**src/rtl/cpu_pkg.sv**
```systemverilog
package cpu_pkg;

    // ########################################################
    // basic word and index types.
    // ########################################################

    typedef logic [31:0] u32_t;
    typedef logic [4:0]  reg_idx_t;
    typedef logic [11:0] csr_addr_t;

    // width of a load or store access.
    typedef enum logic [1:0] {
        BYTE      = 2'b00,
        HALF_WORD = 2'b01,
        WORD      = 2'b10
    } byte_type_t;

    // ########################################################
    // data cache geometry.
    // ########################################################

    localparam int DCACHE_LINES = 16;
    localparam int MEM_WORDS    = 256;
    localparam int MISS_CYCLES  = 4;

    // the cache has one word per line, so the index sits right above the byte offset.
    localparam int DCACHE_IDX_W = $clog2(DCACHE_LINES);
    localparam int MEM_ADDR_W   = $clog2(MEM_WORDS);
    localparam int DCACHE_TAG_W = MEM_ADDR_W - DCACHE_IDX_W;
    localparam int MISS_CNT_W   = $clog2(MISS_CYCLES);

endpackage

```
**src/rtl/pipe_pkg.sv**
```systemverilog
package pipe_pkg;

    // ########################################################
    // stage to stage passes.
    // ########################################################

    typedef struct packed {
        cpu_pkg::u32_t       pc;
        cpu_pkg::u32_t       ex_out;
        cpu_pkg::u32_t       store_data;
        logic                is_mem;
        logic                is_store;
        cpu_pkg::byte_type_t byte_type;
        logic                is_signed;
        logic                is_wr_rd;
        logic                is_wr_rd_pc_plus4;
        cpu_pkg::u32_t       pc_plus4;
        cpu_pkg::reg_idx_t   rd;
        logic                is_wr_csr;
        cpu_pkg::csr_addr_t  csr_addr;
        logic                is_flush;
    } execute_memory1_pass_t;

    // byte_en holds the address low bits that pick the lane of a load.
    typedef struct packed {
        cpu_pkg::u32_t       pc;
        cpu_pkg::u32_t       ex_out;
        logic                is_mem;
        cpu_pkg::byte_type_t byte_type;
        logic                is_signed;
        logic                is_wr_rd;
        logic                is_wr_rd_pc_plus4;
        cpu_pkg::u32_t       pc_plus4;
        cpu_pkg::reg_idx_t   rd;
        logic                is_wr_csr;
        cpu_pkg::csr_addr_t  csr_addr;
        logic [1:0]          byte_en;
        logic                is_flush;
    } memory1_memory2_pass_t;

    typedef struct packed {
        cpu_pkg::u32_t      pc;
        cpu_pkg::u32_t      ex_mem_out;
        logic               is_wr_rd;
        logic               is_wr_rd_pc_plus4;
        cpu_pkg::reg_idx_t  rd;
        logic               is_wr_csr;
        cpu_pkg::csr_addr_t csr_addr;
        logic               is_flush;
    } memory2_writeback_pass_t;

    typedef struct packed {
        logic          valid;
        logic [3:0]    cause;
        cpu_pkg::u32_t tval;
    } excp_pass_t;

    // ########################################################
    // side channels.
    // ########################################################

    typedef struct packed {
        logic              valid;
        cpu_pkg::reg_idx_t idx;
        cpu_pkg::u32_t     data;
    } forward_req_t;

    typedef struct packed {
        logic          valid;
        logic          we;
        cpu_pkg::u32_t addr;
        cpu_pkg::u32_t wdata;
        logic [3:0]    wstrb;
    } dcache_req_t;

endpackage

```
**src/rtl/memory2.sv**
```systemverilog
`timescale 1ns/1ps

module memory2 (
    input  logic                              clk,
    input  logic                              rst_n,
    input  logic                              is_stall,
    input  logic                              is_flush,
    input  pipe_pkg::memory1_memory2_pass_t   pass_in,
    input  pipe_pkg::excp_pass_t              excp_pass_in,
    input  logic                              dcache_ready,
    input  cpu_pkg::u32_t                     dcache_data,
    output pipe_pkg::forward_req_t            fwd_req,
    output logic                              dcache_stall,
    output pipe_pkg::memory2_writeback_pass_t pass_out,
    output pipe_pkg::excp_pass_t              excp_pass_out
);
    import cpu_pkg::*;
    import pipe_pkg::*;

    memory1_memory2_pass_t pass_r;
    excp_pass_t            excp_r;
    logic                  kill;
    logic [7:0]            mem_byte;
    logic [15:0]           mem_half;
    u32_t                  mem_out;
    u32_t                  rd_data;
    u32_t                  ex_mem_out;

    always_ff @(posedge clk) begin
        if (!rst_n) begin
            pass_r.is_flush <= 1'b1;
            excp_r.valid <= 1'b0;
        end else if (!is_stall) begin
            pass_r <= pass_in;
            excp_r <= excp_pass_in;
        end
    end

    assign kill = is_flush | pass_r.is_flush;

    // register result of a non-load. loads forward ex_out as well.
    assign rd_data = pass_r.is_wr_rd_pc_plus4 ? pass_r.pc_plus4 : pass_r.ex_out;

    assign fwd_req.valid = pass_r.is_wr_rd & ~kill;
    assign fwd_req.idx   = pass_r.rd;
    assign fwd_req.data  = rd_data;

    // ########################################################
    // load data extraction.
    // ########################################################

    always_comb begin
        case (pass_r.byte_en)
            2'b00:   mem_byte = dcache_data[7:0];
            2'b01:   mem_byte = dcache_data[15:8];
            2'b10:   mem_byte = dcache_data[23:16];
            default: mem_byte = dcache_data[31:24];
        endcase
    end

    assign mem_half = pass_r.byte_en[1] ? dcache_data[31:16] : dcache_data[15:0];

    always_comb begin
        case (pass_r.byte_type)
            BYTE:      mem_out = {{24{pass_r.is_signed & mem_byte[7]}}, mem_byte};
            HALF_WORD: mem_out = {{16{pass_r.is_signed & mem_half[15]}}, mem_half};
            default:   mem_out = dcache_data;
        endcase
    end

    assign ex_mem_out = pass_r.is_mem ? mem_out : rd_data;

    // a flushed access still waits for its response so the cache stays in step.
    assign dcache_stall = pass_r.is_mem & ~pass_r.is_flush & ~dcache_ready;

    assign pass_out.pc                = pass_r.pc;
    assign pass_out.ex_mem_out        = ex_mem_out;
    assign pass_out.is_wr_rd          = pass_r.is_wr_rd;
    assign pass_out.is_wr_rd_pc_plus4 = pass_r.is_wr_rd_pc_plus4;
    assign pass_out.rd                = pass_r.rd;
    assign pass_out.is_wr_csr         = pass_r.is_wr_csr;
    assign pass_out.csr_addr          = pass_r.csr_addr;
    assign pass_out.is_flush          = kill;

    assign excp_pass_out = excp_r;

endmodule

```
**config.mk**
```make
export PLATFORM = sky130hd
export DESIGN_NAME = memory2
export DESIGN_NICKNAME = d
export VERILOG_FILES = /design/src/rtl/cpu_pkg.sv /design/src/rtl/pipe_pkg.sv /design/src/rtl/memory2.sv
export SDC_FILE = /design/constraint.sdc
export NUM_CORES = 1
export LEC_CHECK = 0
export BUFFER_PORTS_ARGS = -buffer_cell sky130_fd_sc_hd__buf_2
export CAP_MARGIN = 20
export CORE_AREA = 2 2 140 142
export DETAILED_ROUTE_END_ITERATION = 12
export DIE_AREA = 0 0 142 144
export GPL_ROUTABILITY_DRIVEN = 0
export GPL_TIMING_DRIVEN = 1
export PLACE_DENSITY = 0.65
export SKIP_CTS_REPAIR_TIMING = 1
export SYNTH_ARGS = -nofsm -noshare
export SYNTH_HDL_FRONTEND = slang
export SYNTH_SLANG_ARGS = --single-unit
export TNS_END_PERCENT = 100
```
**constraint.sdc**
```tcl
create_clock -name clk -period 9.9 [get_ports clk]
set_input_delay 0.495 -clock clk [delete_from_list [all_inputs] [get_ports clk]]
set_output_delay 0.495 -clock clk [all_outputs]
set_load 0.02 [all_outputs]
```
# Word level (Yosys, flattened, before mapping)
# Index checks and enable logic that the tools add are counted.
[totals]
output_inout_bits = 161
input_bits = 197
regBits = 160
[classes]
n_eq_ne = 3
n_reduce_logical = 3
mux = 5
bitwise = 10
[op_table]
columns = ["cell", "count"]
rows = [
  ["32-bit two-way mux", 2],
  ["32-bit case mux with 2 select lines", 1],
  ["8-bit case mux with 3 select lines", 1],
  ["16-bit two-way mux", 1],
  ["1-bit bitwise AND", 5],
  ["2-bit by 1-bit == test with 1-bit output, second input constant", 2],
  ["2-bit logical NOT", 2],
  ["1-bit inverter", 4],
  ["2-bit == test, second input constant", 1],
  ["2-bit AND reduction", 1],
  ["1-bit bitwise OR", 1],
]

# Longest topological paths before layout
# Gate-level depths: netlist of run 1.
[logic_depth]
ltp_word = 5
depth_mapped = 6
mapped_depth_nobuf = 4

# Worst setup path before layout of run 1
# No wires, ideal clock.
[synth_timing]
path_kind = "input port to flip-flop"
startpoint = "input port is_stall"
endpoint = "register excp_r (netlist bit excp_pass_out[0]) (enable)"
required_time_ps = 9201
path_slack_ps = 1703
cell_stages = 1
setup_time_ps = 699
t_arrival_ps = 7497
path_cell_list = "nor2b_1"
[synth_between]
elab_chain_len = 2
[synth_lines]
columns = ["element", "line_no", "text"]
rows = [
  ["start: declaration", "memory2.sv:6", "input logic is_stall,"],
  ["1-bit inverter (no line)", "-", ""],
  ["2-bit AND reduction (no line)", "-", ""],
  ["end signal: assignment", "memory2.sv:35", "excp_r <= excp_pass_in;"],
  ["end: declaration", "memory2.sv:21", "excp_pass_t excp_r;"],
]
# Every way passes these cells.
# A chain may end at the register's enable or synchronous reset.

==> results.toml, run 1 <==
[clock_network]
cts-root-buf = "clkbuf_16"
clkSinkCount = 160
htreeDepth = 4
numCtsBuffers = 17
cts.clk_slew.worst_paths_ns = 0.07
cts_tree = "done"
clkLatencyLatePin_ns = 0.41
cts_buffer_depth = 2

[worst_setup_path]
reg2reg_from = "pass_r[0]"
timing.reg2reg.setup_slack_ns = 9.26
reg2reg_depth = 2
path_cells = "clkinv_1 > nor2_1 > buf_4 > nand2_1 > nand3_2 > buf_2"
cp_max_fo = 27
critical_path.slowest_cell = "clkinv_1"
critPathKind = "flop to output pin"
cp-end-kind = "output pin"
cp.required_ns = 9.41
cp.arrival_ns = 3.55
reg2reg_to = "pass_r[0]"
worst_setup_path_start_kind = "flop"
cp_slowest_stage_delay_ns = 1.00

[final_layout]
drive_gt1_share_pct = 60.6
final_area_um2 = 8900
seq_area_um2 = 4780
syn2layout_area_growth_pct = 33.8
multi_input_area_um2 = 1340
final.fill_count = 1755
final_nets = 925
final_core_util_pct = 46.7

[synth]
syn_area_per_cell_um2 = 15.7
ys_types = 34
synthesis.nets = 620
synth_area_um2 = 6650
synth_top_family_by_area = "buffers and inverters"
netlist_instances = 423
ys_ff_latch = 160
synth_adder_area_share_pct = 0
synth_xor_area_share_pct = 0
synth_top_cell_by_area = "edfxtp_1"
ys_seq_area_share_pct = 71.9
yosysTopAreaCellShare_pct = 71.3
synthSimpleGateAreaFrac_pct = 6.56
synth_area_leaders = "edfxtp_1, buf_4, mux2_2"
synth_compound_area_share_pct = 6.21
synthMuxAreaShare_pct = 7.26
yosysWarnings = 0

[pwr]
p_leak_nw = 3.80
p_per_area_nw_per_um2 = 198
ir_drop_uv = 107

[floorplan]
dieWidth_um = 142
core_area_um2 = 19100
die_height_um = 144
rows = 51
initial_core_util_pct = 34.9
dieArea_um2 = 20400
ios = 358

[timing]
rsz0062_at_grt = "no"
fin_setup_tns_ns = 0
worstMarginPinSlew_ns = 1.03
finClkSkew_ns = 0
hold_violations = 0
fin_ws_ns = 5.86
max_freq_ghz = 0.247
period_needed_ns = 4.04
fin_crit_sh_pct = 40.8
relSlewSlack_pct = 31.2
setup_viol = 0
drv_slew = 0

[global_route]
grtUsageMet1_pct = 20.7
first_global_vias = 4638
grt_pass1_wl_um = 25900
antenna_found_initial = 1
grt-busiest-layer = "met2"
overflow = 0
grt.total_usage_pct = 17.2
grt_max_degree = 82
met2_usage_pct = 28.3
use_met3_pct = 5.79

[route]
drc_errors = 0
dr.first_iter.drc_count = 311
drt-wirelength-per-cell_um = 18.5
detail_route.first_pass.iterations = 4
finalWirelength_um = 18200
vias = 4585
via_per_inst = 4.67
drtAntennaViolNets = 0

[place]
port_buffers = 357
dp_slack_ns = 6.26
dpl-instance-area_um2 = 8250
dpl.hpwl_um = 13700

[run]
cap_violations = 0

[hold_path]
hold_end = "excp_pass_out[21]"
holdCritStartpoint = "excp_pass_in[21]"
holdPathStages = 1
min_path_type = "input pin to flop"

[status]
status = "finished, final reports clean"
==> logic make-up (layout without fill, tap and decap cells) <==
logic type,Yosys count,after routing
flops,160,160
other cells,0,2
simple gates,89,89
compound gates,52,52
buf+inv,79,397
mux,43,43
==> report_power, final <==
part	internal, mW	total (mW)	switching, mW	leakage [nW]
Combinational	0.0970	0.260	0.163	1.98
Clock	0.391	0.695	0.304	0.312
Sequential	0.795	0.812	0.0166	1.50
Total	1.28	1.77	0.484	3.80
==> sequential cells by signal, summed over array words and instances, names as in the netlist <==
signal / flops
excp_pass_out: 37
fwd_req: 5
pass_r: 71
pass_out: 47
==> cells in the mapped netlist, drive strengths merged <==
cell / instances
mux4: 1
nand3b: 1
o211ai: 7
nor2: 12
a31oi: 1
clkinv: 1
mux2i: 10
a22o: 8
nand3: 19
a311oi: 6
a211oi: 1
o21a: 1
edfxtp: 158
nor3: 2
nor3b: 2
or2: 1
mux2: 32
a22oi: 8
nand2: 47
dfxtp: 2
o21ai: 11
inv: 3
nand2b: 1
buf: 66
a21oi: 9
nor2b: 4
clkbuf: 9
==> worst max-delay path: cells and delay by family (launching register included) <==
family                 cells  cell delay [ns]
buffers and inverters      3             1.47
AND/OR/NAND/NOR            3             0.82
flip-flops                 1             0.83
==> area by class of cell <==
class / instances / share of cell area (%)
Sequential cell: 160 / 53.7
Timing Repair Buffer: 361 / 20.4
Multi-Input combinational cell: 184 / 15.1
Clock buffer: 17 / 4.78
Tap cell: 238 / 3.34
Clock inverter: 15 / 2.46
Inverter: 4 / 0.169
Antenna cell: 2 / 0.0562
==> metal layers <==
layer / wire (µm) / up-vias
li1: - / 2145
met2: 8930 / 256
met4: 514 / 0
met1: 7180 / 2159
met3: 1560 / 25
met5: 0 / -
==> cell usage in the layout, fill, tap and decap left out, drive strengths merged, types with 6 or more instances in the layout <==
cell type / n
o21ai: 11
a311oi: 6
clkbuf: 17
nand3: 19
buf: 361
a21oi: 9
mux2: 32
mux2i: 10
o211ai: 7
nor2: 12
inv: 9
a22o: 8
nand2: 47
clkinv: 8
a22oi: 8
edfxtp: 158
==> worst max-delay path by stage <==
stage                     slack (ns)  cells past startpoint                to       start
after global placement          6.34                      6      pass_out[40]  pass_r[58]
after CTS                       5.77                      6      pass_out[45]  pass_r[58]
after global routing            5.49                      6      pass_out[43]  pass_r[58]
after detailed placement        6.26                      6      pass_out[45]  pass_r[58]
after floorplan                 1.70                      1  excp_pass_out[0]    is_stall
final                           5.86                      6      pass_out[43]  pass_r[58]
==> per-stage QoR <==
stage                     instances  hold slack (ns)  power [mW]
after floorplan                 423            0.460       0.997
after global placement          947            0.492        1.09
after detailed placement        947            0.503        1.09
after CTS                       979            0.223        1.79
after global routing            980            0.217        1.84
final                           981            0.247        1.77
Power figures use the tool's default switching activity.
==> run 2, diff against run 1 <==
- clock period: 9.9 -> 4.2 ns (I/O delays scaled with it)
==> run 2 against run 1 <==
Highest routed layer unchanged; wire length up 16%; largest power group unchanged; core utilization rose by 8.0 points; hold slack lost 0.22 ns.
==> results.toml, run 2 (synthesized netlist as in run 1, its figures left out) <==
[place]
dpl.hpwl_um = 14100
dp_slack_ns = 1.48
dpl-instance-area_um2 = 8270
port_buffers = 357
placed_cells = 948

[timing]
period_needed_ns = 3.22
max_freq_ghz = 0.311
fin_ws_ns = 0.981
rsz0062_at_grt = "no"
finClkSkew_ns = 0
setup_viol = 0
relSlewSlack_pct = 33.7
fin_crit_sh_pct = 76.6
fin_setup_tns_ns = 0
worstMarginPinSlew_ns = 0.992
drv_slew = 0
hold_violations = 0

[route]
met2WireLength_um = 11400
met1Wirelength_um = 7700
drt-wirelength-per-cell_um = 18.5
via_per_inst = 4.65
drtAntennaViolNets = 0
finalWirelength_um = 21000
route.met3.wl_um = 1590
dr.first_iter.drc_count = 313
vias = 5290
drc_errors = 0
highest_layer = "met4"
detail_route.first_pass.iterations = 4

[status]
status = "finished, final reports clean"

[final_layout]
seq_area_um2 = 4780
drive_gt1_share_pct = 49.9
syn2layout_area_growth_pct = 56.8
final.fill_count = 1603
final_common_cell = "buf_2"
multi_input_area_um2 = 1340
top_register = "pass_r"
layout_common_cells = "buf_2, dlygate4sd3_1, edfxtp_1, nand2_1, mux2_2"
largest_register_ffs = 71
final_area_um2 = 10400
final_core_util_pct = 54.7
final_nets = 1085
n_antenna_cell = 0
instances_no_fill = 1138

[worst_setup_path]
startpoint = "pass_r[2]"
cp_max_fo = 15
worst_setup_path_start_kind = "flop"
cp.arrival_ns = 3.01
critPathKind = "flop to output pin"
cp-end-kind = "output pin"
reg2reg_from = "pass_r[0]"
cp.required_ns = 3.99

[run]
cap_violations = 0

[pwr]
power_frac_seq_pct = 46.1
ir_drop_uv = 249
intPower_mw = 2.99
p_sw_mw = 1.16
p_leak_nw = 4.43
p_sw_share_pct = 28.0
pwr-share-comb_pct = 17.9
pwr-share-clk_pct = 36.0
p_per_area_nw_per_um2 = 398

[clock_network]
clkLatencyLatePin_ns = 0.41
cts-root-buf = "clkbuf_16"
cts.clk_slew.worst_paths_ns = 0.06
numCtsBuffers = 17
cts_tree = "done"
clkSinkCount = 160
cts_buffer_depth = 2
htreeDepth = 4

[global_route]
first_global_vias = 4634
grt.total_usage_pct = 17.4
grt_pass1_wl_um = 26000
grt_max_degree = 103
antenna_found_initial = 0
overflow = 0

[floorplan]
ios = 358
dieArea_um2 = 20400
initial_core_util_pct = 34.9
core_area_um2 = 19100
die_height_um = 144
rows = 51
dieWidth_um = 142

[hold_path]
min_path_type = "input pin to flop"
holdCritStartpoint = "pass_in[0]"
==> run 2: changes by cell type in the layout (fill, tap and decap cells not counted), moves of 2 or more <==
cell / delta
bufinv_16: -2
dlygate4sd3_1: +159
diode_2: -2
inv_6: +2
clkinv_8: -3
==> run 2: cell type report <==
cell class	instances	area share, %
Sequential cell	160	45.9
Timing Repair Buffer	521	32.9
Multi-Input combinational cell	184	12.8
Clock buffer	17	4.08
Tap cell	238	2.85
Clock inverter	14	1.37
Inverter	4	0.144
==> run 2: power by group through the flow <==
stage | clock network (mW) | registers [mW] | logic, mW
global route | 1.59 | 1.93 | 0.794
detailed placement | 0 | 1.95 | 0.623
floorplan | 0 | 1.97 | 0.370
global placement | 0 | 1.94 | 0.620
finish | 1.50 | 1.91 | 0.743
CTS | 1.53 | 1.91 | 0.625
==> run 2: path summary, 6_finish.rpt <==
kind,end,slack [ns],depth (start not counted)
worst max-delay path,pass_out[21],0.98,5
worst min-delay path,pass_r[0],0.02,3
worst max register to register,pass_r[0],3.58,2
worst min register to register,pass_r[0],0.51,2
==> run 2: worst max-delay path, cell delays in order (launching register included) <==
cell	delay (ns)
edfxtp_1	0.76
nor2b_1	0.87
nand2_1	0.40
o211ai_1	0.32
o21ai_1	0.08
buf_2	0.17
==> run 2: through the flow <==
stage	total power, mW	hold slack (ns)
after floorplan	2.34	0.272
after global placement	2.56	0.386
after detailed placement	2.57	0.388
after CTS	4.06	-0.0626
after global routing	4.31	0.0171
final	4.15	0.0219
==> run 2: layer usage <==
layer,up-vias,global-route usage (%)
met5,-,0
met4,0,6.11
met3,26,6.59
met2,257,30.8
met1,2548,19.3
li1,2459,-
==> run 3, diff against run 2 <==
- CORE_AREA: 2 2 140 142 -> 2 2 139 141
- DIE_AREA: 0 0 142 144 -> 0 0 141 143
- PLACE_DENSITY: 0.65 -> 0.69
- clock period: 4.2 -> 2.7 ns (I/O delays scaled with it)
==> run 3 against run 2 <==
Worst setup slack worse by 0.73 ns; critical path type unchanged; power up 59%; largest cell class unchanged; hold slack worse by 0.021 ns.
==> results.toml, run 3 (synthesized netlist as in run 1, its figures left out) <==
[route]
vias = 5350
drt-wirelength-per-cell_um = 18.6
drtAntennaViolNets = 0
detail_route.first_pass.iterations = 5
drc_errors = 0
dr.first_iter.drc_count = 323
finalWirelength_um = 21300
via_per_inst = 4.68

[final_layout]
final_core_util_pct = 56.8
largest_register_ffs = 71
final_common_cell = "buf_2"
syn2layout_area_growth_pct = 58.5
top_register = "pass_r"
final_nets = 1093
drive_gt1_share_pct = 50.2
instances_no_fill = 1144
layout_common_cells = "buf_2, dlygate4sd3_1, edfxtp_1, nand2_1, mux2_2"

[floorplan]
initial_core_util_pct = 35.8
dieArea_um2 = 20200
ios = 358
core_area_um2 = 18600
die_height_um = 143
dieWidth_um = 141
rows = 50

[timing]
drv_slew = 0
hold-worst-slack_ns = 0.000809
period_needed_ns = 2.45
fin_setup_tns_ns = 0
setup_viol = 0
worstMarginPinSlew_ns = 0.666
max_freq_ghz = 0.409
relSlewSlack_pct = 55.5
rsz0062_at_grt = "no"
finClkSkew_ns = 0
hold_violations = 0
fin_crit_sh_pct = 90.6

[worst_setup_path]
worst_setup_path_start_kind = "flop"
cp_slowest_stage_delay_ns = 0.56
critPathKind = "flop to output pin"
reg2reg_to = "pass_r[0]"
cp.required_ns = 2.57
timing.reg2reg.setup_slack_ns = 1.51
cp-end-kind = "output pin"
cp_max_fo = 9
critical_path.slowest_cell = "nor3b_1"
reg2reg_from = "pass_r[0]"
reg2reg_depth = 3
cp.arrival_ns = 2.31
path_cells = "buf_4 > nor3b_1 > nand2_1 > o211ai_1 > o21ai_1 > buf_2"

[hold_path]
holdCritStartpoint = "excp_pass_in[36]"
holdPathStages = 3
hold_end = "excp_pass_out[36]"
min_path_type = "input pin to flop"

[place]
dpl.hpwl_um = 14500
port_buffers = 357
placed_cells = 951

[pwr]
fin_total_pwr_mw = 6.62
p_per_area_nw_per_um2 = 628
ir_drop_uv = 392
p_leak_nw = 4.49

[clock_network]
numCtsBuffers = 17
clkSinkCount = 160
cts-root-buf = "clkbuf_16"
cts_buffer_depth = 2
htreeDepth = 4
cts.clk_slew.worst_paths_ns = 0.07
cts_tree = "done"
clkLatencyLatePin_ns = 0.41

[global_route]
antenna_found_initial = 1
grt_max_degree = 86
grt.total_usage_pct = 18.2
first_global_vias = 4752
overflow = 0
grt_pass1_wl_um = 27200

[status]
status = "finished, final reports clean"

[run]
cap_violations = 0
## run 3: cell types whose count changed in the layout (fill, tap and decap cells not counted), sizes merged
cell | previous run | this run
inv | 12 | 10
buf | 362 | 369
bufinv | 0 | 2
clkbuf | 17 | 18
dlygate4sd3 | 159 | 160
diode | 0 | 1
## run 3: worst max-delay path: cells and delay by family (launching register included)
family | cells | cell delay (ns)
simple gates | 2 | 0.76
flops | 1 | 0.52
buf+inv | 2 | 0.40
compound gates | 2 | 0.23
## run 3: area by class of cell
class | count | area (µm²)
multi-input combinational | 184 | 1350
sequential | 160 | 4780
tap | 234 | 293
inverter | 4 | 15.0
fill | 1487 | 8030
timing repair buffer | 529 | 3500
antenna | 1 | 2.50
clock inverter | 14 | 171
clock buffer | 18 | 429
## run 3: worst max-delay path by stage
stage               startpoint                to  slack [ns]  cells past startpoint
CTS                  pass_r[2]      pass_out[25]       -0.17                      6
global route        pass_r[56]      pass_out[25]         0.1                      6
finish              pass_r[56]      pass_out[26]        0.25                      6
floorplan                rst_n  excp_pass_out[0]       -0.24                      1
detailed placement   pass_r[2]      pass_out[25]        0.26                      6
global placement     pass_r[2]      pass_out[26]        0.38                      6
## run 3: report_power, final
group          leakage (nW)  switching [mW]  internal [mW]
logic                  2.70           0.673          0.521
registers              1.50          0.0457           2.91
clock network         0.292            1.07           1.40
total                  4.49            1.78           4.84
## run 3: routing by layer
layer	track usage [%]	up-vias	part of all wire (%)
li1	-	2479	-
met1	21.3	2547	39
met2	31.6	293	51
met3	6.61	31	7.8
met4	5.26	0	1.8
met5	0	-	0
## run 3: per-stage QoR
step,setup WS [ns],area (µm²)
2_1_floorplan,-0.238,6660
3_3_place_gp,0.377,8330
3_5_place_dp,0.262,8330
4_1_cts,-0.173,8930
5_1_grt,0.0990,10500
6_report,0.254,10500
