[src/rtl/cpu_pkg.sv]
package cpu_pkg;

    // ########################################################
    // basic word and index types.
    // ########################################################

    typedef logic [31:0] u32_t;
    typedef logic [4:0]  reg_idx_t;
    typedef logic [11:0] csr_addr_t;

    // width of a load or store access.
    typedef enum logic [1:0] {
        BYTE      = 2'b00,
        HALF_WORD = 2'b01,
        WORD      = 2'b10
    } byte_type_t;

    // ########################################################
    // data cache geometry.
    // ########################################################

    localparam int DCACHE_LINES = 16;
    localparam int MEM_WORDS    = 256;
    localparam int MISS_CYCLES  = 4;

    // the cache has one word per line, so the index sits right above the byte offset.
    localparam int DCACHE_IDX_W = $clog2(DCACHE_LINES);
    localparam int MEM_ADDR_W   = $clog2(MEM_WORDS);
    localparam int DCACHE_TAG_W = MEM_ADDR_W - DCACHE_IDX_W;
    localparam int MISS_CNT_W   = $clog2(MISS_CYCLES);

endpackage

[src/rtl/pipe_pkg.sv]
package pipe_pkg;

    // ########################################################
    // stage to stage passes.
    // ########################################################

    typedef struct packed {
        cpu_pkg::u32_t       pc;
        cpu_pkg::u32_t       ex_out;
        cpu_pkg::u32_t       store_data;
        logic                is_mem;
        logic                is_store;
        cpu_pkg::byte_type_t byte_type;
        logic                is_signed;
        logic                is_wr_rd;
        logic                is_wr_rd_pc_plus4;
        cpu_pkg::u32_t       pc_plus4;
        cpu_pkg::reg_idx_t   rd;
        logic                is_wr_csr;
        cpu_pkg::csr_addr_t  csr_addr;
        logic                is_flush;
    } execute_memory1_pass_t;

    // byte_en holds the address low bits that pick the lane of a load.
    typedef struct packed {
        cpu_pkg::u32_t       pc;
        cpu_pkg::u32_t       ex_out;
        logic                is_mem;
        cpu_pkg::byte_type_t byte_type;
        logic                is_signed;
        logic                is_wr_rd;
        logic                is_wr_rd_pc_plus4;
        cpu_pkg::u32_t       pc_plus4;
        cpu_pkg::reg_idx_t   rd;
        logic                is_wr_csr;
        cpu_pkg::csr_addr_t  csr_addr;
        logic [1:0]          byte_en;
        logic                is_flush;
    } memory1_memory2_pass_t;

    typedef struct packed {
        cpu_pkg::u32_t      pc;
        cpu_pkg::u32_t      ex_mem_out;
        logic               is_wr_rd;
        logic               is_wr_rd_pc_plus4;
        cpu_pkg::reg_idx_t  rd;
        logic               is_wr_csr;
        cpu_pkg::csr_addr_t csr_addr;
        logic               is_flush;
    } memory2_writeback_pass_t;

    typedef struct packed {
        logic          valid;
        logic [3:0]    cause;
        cpu_pkg::u32_t tval;
    } excp_pass_t;

    // ########################################################
    // side channels.
    // ########################################################

    typedef struct packed {
        logic              valid;
        cpu_pkg::reg_idx_t idx;
        cpu_pkg::u32_t     data;
    } forward_req_t;

    typedef struct packed {
        logic          valid;
        logic          we;
        cpu_pkg::u32_t addr;
        cpu_pkg::u32_t wdata;
        logic [3:0]    wstrb;
    } dcache_req_t;

endpackage

[src/rtl/memory1.sv]
`timescale 1ns/1ps

module memory1 (
    input  logic                            clk,
    input  logic                            rst_n,
    input  logic                            is_stall,
    input  logic                            is_flush,
    input  pipe_pkg::execute_memory1_pass_t pass_in,
    input  pipe_pkg::excp_pass_t            excp_pass_in,
    output pipe_pkg::dcache_req_t           dcache_req,
    output pipe_pkg::memory1_memory2_pass_t pass_out,
    output pipe_pkg::excp_pass_t            excp_pass_out
);
    import cpu_pkg::*;
    import pipe_pkg::*;

    execute_memory1_pass_t pass_r;
    excp_pass_t            excp_r;
    logic                  kill;
    logic [1:0]            lane;
    logic [3:0]            wstrb;
    u32_t                  wdata;

    // an instruction accepted together with a flush enters as a bubble.
    always_ff @(posedge clk) begin
        if (!rst_n) begin
            pass_r.is_flush <= 1'b1;
            excp_r.valid <= 1'b0;
        end else if (!is_stall) begin
            pass_r <= pass_in;
            pass_r.is_flush <= pass_in.is_flush | is_flush;
            excp_r <= excp_pass_in;
        end
    end

    assign kill = pass_r.is_flush | is_flush;
    assign lane = pass_r.ex_out[1:0];

    // store data is moved onto the lanes that the strobe enables.
    always_comb begin
        case (pass_r.byte_type)
            BYTE: begin
                wstrb = 4'b0001 << lane;
                wdata = {24'b0, pass_r.store_data[7:0]} << {lane, 3'b000};
            end
            HALF_WORD: begin
                wstrb = 4'b0011 << {lane[1], 1'b0};
                wdata = {16'b0, pass_r.store_data[15:0]} << {lane[1], 4'b0000};
            end
            default: begin
                wstrb = 4'b1111;
                wdata = pass_r.store_data;
            end
        endcase
    end

    assign dcache_req.valid = pass_r.is_mem & ~kill;
    assign dcache_req.we    = pass_r.is_store;
    assign dcache_req.addr  = pass_r.ex_out;
    assign dcache_req.wdata = wdata;
    assign dcache_req.wstrb = wstrb;

    assign pass_out.pc                = pass_r.pc;
    assign pass_out.ex_out            = pass_r.ex_out;
    assign pass_out.is_mem            = pass_r.is_mem;
    assign pass_out.byte_type         = pass_r.byte_type;
    assign pass_out.is_signed         = pass_r.is_signed;
    assign pass_out.is_wr_rd          = pass_r.is_wr_rd;
    assign pass_out.is_wr_rd_pc_plus4 = pass_r.is_wr_rd_pc_plus4;
    assign pass_out.pc_plus4          = pass_r.pc_plus4;
    assign pass_out.rd                = pass_r.rd;
    assign pass_out.is_wr_csr         = pass_r.is_wr_csr;
    assign pass_out.csr_addr          = pass_r.csr_addr;
    assign pass_out.byte_en           = lane;
    assign pass_out.is_flush          = kill;

    assign excp_pass_out = excp_r;

endmodule

[config.mk]
export PLATFORM = sky130hd
export DESIGN_NAME = memory1
export DESIGN_NICKNAME = d
export VERILOG_FILES = /design/src/rtl/cpu_pkg.sv /design/src/rtl/pipe_pkg.sv /design/src/rtl/memory1.sv
export SDC_FILE = /design/constraint.sdc
export NUM_CORES = 1
export LEC_CHECK = 0
export ABC_AREA = 0
export BUFFER_PORTS_ARGS = -buffer_cell sky130_fd_sc_hd__buf_2
export CELL_PAD_IN_SITES_DETAIL_PLACEMENT = 0
export CELL_PAD_IN_SITES_GLOBAL_PLACEMENT = 1
export CORE_MARGIN = 4
export CORE_UTILIZATION = 30
export CTS_BUF_LIST = sky130_fd_sc_hd__clkbuf_8
export DETAILED_ROUTE_END_ITERATION = 8
export GPL_ROUTABILITY_DRIVEN = 1
export HOLD_SLACK_MARGIN = 0.12
export PLACE_DENSITY_LB_ADDON = 0.1
export SYNTH_ARGS = -nofsm -noshare
export SYNTH_HDL_FRONTEND = slang
export SYNTH_SLANG_ARGS = --single-unit
[constraint.sdc]
create_clock -name clk -period 12.95 [get_ports clk]
set_input_delay 1.295 -clock clk [delete_from_list [all_inputs] [get_ports clk]]
set_output_delay 1.295 -clock clk [all_outputs]
set_load 0.03 [all_outputs]
== Word-level counts from Yosys, hierarchy flattened ==
Cells that the tools add are included.

* Register bits after elaboration: 191
* Latch bits: 0
* RAM bits: 0
* ROM bits: 0
* Output and inout bits: 230
* Word-level logic and storage cells: 31
* Memories kept: 0

* Add/subtract/negate cells: 0
* $mul: 0
* Divide/modulo/power cells: 0
* Magnitude comparators: 0
* Equality and inequality tests: 1
* Shift-type cells: 4
* Muxes and demuxes: 2
* Bitwise gates (word level): 5
* Reduce and logical (&&, ||, !) cells: 2

{| class="wikitable"
|+ Operator list
! kind !! number
|-
| 32-bit one-hot mux with 2 select lines || 1
|-
| 16-bit by 5-bit left shift with 32-bit output || 1
|-
| 8-bit by 5-bit left shift with 32-bit output || 1
|-
| 4-bit one-hot mux with 2 select lines || 1
|-
| 1-bit by 2-bit left shift with 4-bit output, first input constant || 1
|-
| 2-bit by 2-bit left shift with 4-bit output, first input constant || 1
|-
| 2-bit by 1-bit equality test with 1-bit output, second input constant || 1
|-
| 2-bit zero test || 1
|-
| 1-bit inverter || 2
|-
| 1-bit bitwise OR || 2
|-
| 2-bit AND reduction || 1
|-
| 1-bit AND || 1
|}

== Depth between registers and ports, before layout ==
Gate-level depths: netlist of the first run.

* Word-level depth: 3
* Mapped depth: 4
* Mapped depth without buffers: 3

== Worst setup path after synthesis of the first run ==
OpenSTA, ideal clock, no wires.

* Path type: in2reg
* Start: input port is_stall
* End: register pass_r, in the netlist dcache_req[36] (enable)
* Library setup time: 767 ps
* Arrival time: 9663 ps
* Data required time: 12183 ps
* Slack: 2520 ps
* Stages: 1
* Path buffers: 0
* Cell sequence: nor2b_1

* Longest elaborated chain between the ends: 2

{| class="wikitable"
|+ Ends and longest elaborated chain
! what !! RTL line !! source
|-
| start, declared || memory1.sv:6 || <nowiki>input logic is_stall,</nowiki>
|-
| 1-bit inverter (no line) || - ||
|-
| 2-bit AND reduction (no line) || - ||
|-
| end signal, assigned || memory1.sv:30 || <nowiki>pass_r <= pass_in;</nowiki>
|-
| end, declared || memory1.sv:17 || <nowiki>execute_memory1_pass_t pass_r;</nowiki>
|}

Every way passes these cells.
A chain may end at the register's enable or synchronous reset.

==> results.md, run 1 <==
- Outcome: complete, no violations
- Main synth FF type: sky130_fd_sc_hd__edfxtp_1
- # resized after CTS: 0
- Final slew viol count: 0
- Antenna viol nets, final: 0
- Share of the synthesized area in the top cell type: 76.5%
- Clock input transition at the sequential cells of the worst setup and hold paths: 120 ps
- Proportion of synthesized flip-flops having asynchronous set or reset: 0%
- Startpoint of the worst-slack reg-to-reg timing path: excp_pass_out[36]$_SDFFE_PN0N_
- Worst slew margin: 29.2%
- Critical-path cell with the highest stage delay: sky130_fd_sc_hd__edfxtp_1
- Detailed-route via count: 4,251
- Worst-case hold slack: 545 ps
- Cell area after technology mapping: 7420 sq um
- Maxcap violations: 0
- Leakage power: 3.93 nW
- Number of synthesized register bits: 191
- Post-detail-place hpwl: 15.7 mm
- Most used cell, CP: sky130_fd_sc_hd__nand2_1
- Number of design rule violations left after detail routing: 0
- Synth Net Count: 632
- Hold path endpoint: pass_r[0]$_SDFFE_PN1N_
- Starting density of the core: 30.5%
- Worst Min Path Start: pass_r[0]$_SDFFE_PN1N_
- Area of the die: 27,300 sq um
- Count of buffers inserted at the top-level ports: 424
- Worst Setup End Kind: primary output
- Longest Clk Path Bufs: 2
- Final setup violating endpoints: 0
- Die W: 165 um
- Fillers: 2,371
- Library cell used as clock root buffer: sky130_fd_sc_hd__clkbuf_8
- Via density per instance: 4.01
- Drt total wl: 19.7 mm
- Sequential cell area fraction in the yosys report: 77.0%
- Via count of the first global-routing pass: 4,432
- Core area: 24,300 sq um
- Die height: 165 um
- Global-route usage over all layers: 13.6%
- Detailed-route wire length per cell: 18.6 um
- Cell variety after synth: 24
- Final GP Congestion: 0.775
- Peak per-stage delay on the critical path: 820 ps
- Post-synth top area cell: sky130_fd_sc_hd__edfxtp_1
- Net count of the finished layout: 917
- 1st-pass router iterations: 4
- First-pass GRT wire length: 26.5 mm
- Pwr per Cell Area: 146 nW/um^2
- Max H-tree Level: 4
- Count of boundary I/O pins: 425
- Worst hold path depth: 2
- Count leader, synth: sky130_fd_sc_hd__edfxtp_1
- DRC violation total after the first TritonRoute iteration: 212
- Later-pin clock latency in the skew report: 450 ps
- Total gr overflow: 0
- Num Clock Sinks: 191
- Number of diodes: 0
- Sum of buffers and inverters on the critical path: 1
- Cell Chain, Critical Path: nor4b_2 -> nand2_1 -> nand2_1 -> buf_2
- Cell types with the highest counts after synthesis: 189 x sky130_fd_sc_hd__edfxtp_1, 157 x sky130_fd_sc_hd__buf_4, 32 x sky130_fd_sc_hd__nand2_1
- Maximum clock skew at final layout: 0 ps
- Tot Pwr: 0.00134 W
- Critical Path Source Type: register
- R2R Setup Slk: 12,340 ps
- Mapped Cells: 437
- Cell count of the worst reg-to-reg path: 2
- Number of placement rows: 57
- Largest net degree at the start of global routing: 85
- Final-report hold violation count: 0
- Shortest period the worst path allows: 3750 ps
- Most area-consuming cells after synthesis: sky130_fd_sc_hd__edfxtp_1 76%, sky130_fd_sc_hd__buf_4 16%, sky130_fd_sc_hd__nand2_1 1.6%, sky130_fd_sc_hd__a22o_1 0.94%, sky130_fd_sc_hd__a22oi_1 0.81%
- Data arrival time of the worst path: 2460 ps
- Inserted Clock Buffers: 17
- Tightest Pin Transition: 1060 ps
- Setup repair after global routing missed its margin: no
- Post-Syn Area per Cell: 17.0 sq um
- Required time of the critical path: 11,650 ps
- Number of warning messages in the yosys log: 0
- Critical path peak fanout: 33
- CTS tree: done
- Fraction of layout instances using a drive strength above 1: 63.3%
- Setup TNS after final layout: 0 ps
- Number of setup buffers added after CTS: 0
- Timing-limited maximum frequency: 0.267 GHz
- Kind of path behind the tightest hold check: register to register
- Worst reg2reg endpoint: excp_pass_out[36]$_SDFFE_PN0N_
- Hold-fix buffer count after cts: 0
- Fin crit share: 29.0%
- Number of synthesized flops with an enable pin: 189
- IR Drop Worst-Case VDD: 65.0 uV
- Number of antenna violations at the first check in global routing: 5
- Family with the most delay on the worst path: simple AND/OR/NAND/NOR gates
- Layout overhead on the synthesized area: 23.7%
- Worst Path Class, Setup: register to primary output
==> worst min-delay path: cells and delay by family, from the launching register on <==
family             cells  cell delay (ps)
AOI/OAI and AO/OA      1               80
and+or+nand+nor        1               90
DFF                    1              330
==> power by group <==
group	leakage, nW	total (W)	switching, W	internal (W)
clock network	0.206	0.000390	0.000242	0.000148
registers	1.79	0.000742	0.0000170	0.000725
logic	1.94	0.000213	0.000151	0.0000613
==> worst max-delay path by stage <==
stage / start / to / slack, ps / cells past startpoint
4_1_cts: pass_out[57]$_DFFE_PP_ / dcache_req[18] / 9150 / 4
6_report: pass_out[57]$_DFFE_PP_ / dcache_req[18] / 9200 / 4
3_3_place_gp: is_stall / excp_pass_out[30]$_DFFE_PP_ / 9360 / 4
5_1_grt: pass_out[57]$_DFFE_PP_ / dcache_req[18] / 8900 / 4
2_1_floorplan: is_stall / dcache_req[36]$_DFFE_PP_ / 2520 / 1
3_5_place_dp: is_stall / excp_pass_out[5]$_DFFE_PP_ / 9280 / 4
==> sequential cells by signal, summed over array words and instances (netlist names) <==
name / count
pass_r: 33
pass_out: 88
dcache_req: 33
excp_pass_out: 37
==> through the flow <==
| step | util, % | setup slack, ps | cells | instance area (sq um) |
|---|---|---|---|---|
| global route | 37.8 | 8900 | 1059 | 9180 |
| global placement | 36.1 | 9360 | 1027 | 8780 |
| finish | 37.8 | 9200 | 1059 | 9180 |
| detailed placement | 36.1 | 9280 | 1027 | 8780 |
| CTS | 37.8 | 9150 | 1059 | 9180 |
| floorplan | - | 2520 | 437 | 7420 |
==> logic make-up after synthesis <==
kind of cell	count (synthesis)	share of synthesized area [%]
buffers and inverters	163	16.2
AO/OA/AOI/OAI	29	2.92
AND/OR/NAND/NOR	53	3.69
multiplexers	1	0.135
flip-flops	191	77.0
==> cell usage in the layout (no fill, tap or decap) <==
| cell type | netlist | routed |
|---|---|---|
| sky130_fd_sc_hd__inv_12 | 0 | 1 |
| sky130_fd_sc_hd__nor2b_4 | 0 | 1 |
| sky130_fd_sc_hd__nand2_1 | 32 | 32 |
| sky130_fd_sc_hd__and2b_1 | 1 | 1 |
| sky130_fd_sc_hd__o21ai_0 | 9 | 9 |
| sky130_fd_sc_hd__or2_2 | 1 | 1 |
| sky130_fd_sc_hd__inv_8 | 0 | 4 |
| sky130_fd_sc_hd__nor2_1 | 2 | 2 |
| sky130_fd_sc_hd__dfxtp_1 | 2 | 2 |
| sky130_fd_sc_hd__a22oi_1 | 8 | 8 |
| sky130_fd_sc_hd__inv_2 | 1 | 1 |
| sky130_fd_sc_hd__mux2i_1 | 1 | 1 |
| sky130_fd_sc_hd__clkinv_8 | 0 | 3 |
| sky130_fd_sc_hd__and3b_1 | 1 | 1 |
| sky130_fd_sc_hd__nor2b_1 | 4 | 3 |
| sky130_fd_sc_hd__o21bai_4 | 1 | 1 |
| sky130_fd_sc_hd__a22o_1 | 8 | 8 |
| sky130_fd_sc_hd__inv_6 | 0 | 4 |
| sky130_fd_sc_hd__buf_4 | 157 | 3 |
| sky130_fd_sc_hd__inv_1 | 1 | 2 |
| sky130_fd_sc_hd__nor4b_2 | 1 | 1 |
| sky130_fd_sc_hd__and2_1 | 8 | 8 |
| sky130_fd_sc_hd__nor3_4 | 1 | 1 |
| sky130_fd_sc_hd__clkinv_4 | 0 | 2 |
| sky130_fd_sc_hd__edfxtp_1 | 189 | 189 |
| sky130_fd_sc_hd__buf_2 | 3 | 424 |
| sky130_fd_sc_hd__nor3_1 | 1 | 1 |
| sky130_fd_sc_hd__o21bai_1 | 3 | 3 |
| sky130_fd_sc_hd__and4bb_2 | 1 | 1 |
| sky130_fd_sc_hd__clkbuf_8 | 0 | 17 |
==> layer usage <==
metal | share of wire [%] | wire (um) | track usage, %
met2 | 54 | 10700 | 24.7
met5 | 0.27 | 53 | 0
met4 | 1.7 | 328 | 4.20
met1 | 31 | 6210 | 13.3
met3 | 12 | 2430 | 6.97
==> layout make-up <==
type                       instances  area [sq um]  share of cell area [%]
inverter                           2          7.51                  0.0818
clock inverter                    15           166                    1.81
tap                              324           405                    4.42
sequential                       191          5720                    62.3
clock buffer                      17           234                    2.55
multi-input combinational         83           508                    5.53
timing repair buffer             427          2140                    23.4
No activity file was read; power rests on OpenSTA's default activity.
==> run 2: changes to the inputs <==
==> constraint.sdc (replaced) <==
create_clock -name clk -period 3.1 [get_ports clk]
set_input_delay 0.31 -clock clk [delete_from_list [all_inputs] [get_ports clk]]
set_output_delay 0.31 -clock clk [all_outputs]
set_load 0.03 [all_outputs]
==> run 2 against run 1 <==
Die area did not move. Clock skew did not move. Flip-flop and latch count did not move. First-iteration DRC count fell by 7.5%. Register-to-register slack got worse by 10000 ps. Combinational power rose to 5.2 times the previous value. Clock power rose to 4.2 times the previous value. Power rose to 4.3 times the previous value. Critical path depth did not move. Hold slack got worse by 320 ps.
==> results.md, run 2 (synthesis gave the netlist of run 1 again) <==
- Leakage power: 4.74 nW (+20%)
- Final-report hold violation count: 0 (unchanged)
- End-of-flow core utilization: 45.8% (+8.0 points)
- Cell area after placement: 8810 sq um (+0.29%)
- Fraction of layout instances using a drive strength above 1: 50.2% (-13 points)
- Tightest Pin Transition: 739 ps (-323 ps)
- 1st-pass router iterations: 4 (unchanged)
- Area of all placed cells without fillers: 11,100 sq um (+21%)
- Kind of path behind the tightest hold check: primary input to register
- Layout overhead on the synthesized area: 50.0%
- Most frequent cells in the layout: 424 x sky130_fd_sc_hd__buf_2, 192 x sky130_fd_sc_hd__dlygate4sd3_1, 189 x sky130_fd_sc_hd__edfxtp_1
- Starting density of the core: 30.5% (unchanged)
- Worst-case hold slack: 229 ps (-316 ps)
- Library cell used as clock root buffer: sky130_fd_sc_hd__clkbuf_8
- Required time of the critical path: 2790 ps (-8860 ps)
- Worst Path Class, Setup: register to primary output
- Later-pin clock latency in the skew report: 430 ps (-20 ps)
- Shortest period the worst path allows: 2420 ps
- Maximum clock skew at final layout: 0 ps (unchanged)
- Inserted Clock Buffers: 17 (unchanged)
- Fillers: 2,196 (-7.4%)
- Clock input transition at the sequential cells of the worst setup and hold paths: 110 ps (about the same)
- Timing-limited maximum frequency: 0.414 GHz
- Final slew viol count: 0 (unchanged)
- Post-detail-place hpwl: 15.7 mm (about the same)
- Num Clock Sinks: 191 (unchanged)
- Via count of the first global-routing pass: 5,360 (+21%)
- Critical Path Source Type: register
- Number of setup buffers added after CTS: 0 (unchanged)
- Worst slew margin: 50.6% (+21 points)
- Count of boundary I/O pins: 425 (unchanged)
- Area of the die: 27,300 sq um (unchanged)
- Final GP Congestion: 0.749 (-3.4%)
- Net count of the finished layout: 1,109 (+21%)
- Number of placement rows: 57 (unchanged)
- Fin crit share: 77.9%
- Number of design rule violations left after detail routing: 0 (unchanged)
- Largest net degree at the start of global routing: 98 (+15%)
- Data arrival time of the worst path: 2110 ps (-350 ps)
- Number of flip-flops under the largest register name: 88 (unchanged)
- Outcome: complete, no violations
- Commonest non-fill, non-tap cell in the layout: sky130_fd_sc_hd__buf_2
- Setup repair after global routing missed its margin: no
- Detailed-route via count: 5,007 (+18%)
- First-pass GRT wire length: 29.9 mm (+13%)
- Min setup slack post-route: 684 ps (-8520 ps)
- Pwr per Cell Area: 525 nW/um^2 (+260%)
- Final setup violating endpoints: 0 (unchanged)
- Die W: 165 um (unchanged)
- IR Drop Worst-Case VDD: 250 uV (+290%)
- Longest Clk Path Bufs: 2 (unchanged)
- Worst Setup End Kind: primary output
- DRC violation total after the first TritonRoute iteration: 196 (-7.5%)
- Count of buffers inserted at the top-level ports: 424 (unchanged)
- Critical path peak fanout: 10 (-70%)
- Drt total wl: 21.1 mm (+7.2%)
- CTS tree: done
- Die height: 165 um (unchanged)
- Max H-tree Level: 4 (unchanged)
- Antenna viol nets, final: 0 (unchanged)
- Core area: 24,300 sq um (unchanged)
- Total gr overflow: 0 (unchanged)
- Detailed-route wire length per cell: 16.9 um (-9.3%)
- Maxcap violations: 0 (unchanged)
- Number of antenna violations at the first check in global routing: 1 (-4)
- Worst setup slack before clock tree synthesis: 1140 ps (-8130 ps)
- Via density per instance: 4.00 (-0.29%)
- Global-route usage over all layers: 14.8% (+1.2 points)
## run 2: cell count changes in the layout (fill, tap and decap cells not counted)
cell                            delta
sky130_fd_sc_hd__diode_2           +1
sky130_fd_sc_hd__clkinv_4          +1
sky130_fd_sc_hd__bufinv_16         +1
sky130_fd_sc_hd__clkinv_8          -1
sky130_fd_sc_hd__buf_12            +2
sky130_fd_sc_hd__inv_12            -1
sky130_fd_sc_hd__dlygate4sd3_1   +192
sky130_fd_sc_hd__inv_1             -1
sky130_fd_sc_hd__buf_4             -2
## run 2: cell type report
| type | count | area [sq um] | area share, % |
|---|---|---|---|
| clock buffer | 17 | 234 | 2.10 |
| tap | 324 | 405 | 3.64 |
| sequential | 191 | 5720 | 51.3 |
| inverter | 2 | 7.51 | 0.0674 |
| clock inverter | 14 | 169 | 1.52 |
| multi-input combinational | 83 | 508 | 4.56 |
| antenna | 1 | 2.50 | 0.0225 |
| timing repair buffer | 619 | 4090 | 36.7 |
## run 2: power breakdown
| group | internal [W] | switching (W) |
|---|---|---|
| Clock | 0.000682 | 0.000968 |
| Sequential | 0.00303 | 0.0000636 |
| Combinational | 0.000418 | 0.000683 |
## run 2: through the flow
step	power, W	TNS (ps)	instances
3_5_place_dp	0.00407	0	1027
6_report	0.00584	0	1251
3_3_place_gp	0.00406	0	1027
5_1_grt	0.00613	0	1251
2_1_floorplan	0.00386	-89750	437
4_1_cts	0.00595	0	1250
## run 2: critical path, cell delays in order (launching register included)
cell and delay [ps]:
sky130_fd_sc_hd__edfxtp_1 570, sky130_fd_sc_hd__nor4b_2 690, sky130_fd_sc_hd__nand2_1 110, sky130_fd_sc_hd__nand2_1 90, sky130_fd_sc_hd__buf_2 190
## run 2: layer usage
| metal | share of wire [%] | wire, um | GRT usage, % |
|---|---|---|---|
| met1 | 34 | 7200 | 15.3 |
| met2 | 54 | 11400 | 27.0 |
| met3 | 9.8 | 2080 | 6.01 |
| met4 | 2.1 | 454 | 4.84 |
| met5 | 0 | 0 | 0 |
## run 2: worst paths after layout
kind	startpoint	to	slack, ps	cells past startpoint
min	is_stall	excp_pass_out[36]$_SDFFE_PN0N_	230	3
min reg2reg	excp_pass_out[36]$_SDFFE_PN0N_	excp_pass_out[36]$_SDFFE_PN0N_	530	2
max	dcache_req[37]$_DFFE_PP_	dcache_req[19]	680	4
max reg2reg	pass_r[0]$_SDFFE_PN1N_	pass_r[0]$_SDFFE_PN1N_	1940	3
## run 2: what timing repair did
item | in CTS | in global routing
hold buffers | 192 | 0
resized for setup | 0 | 0
endpoints found under the hold margin | 191 | 0
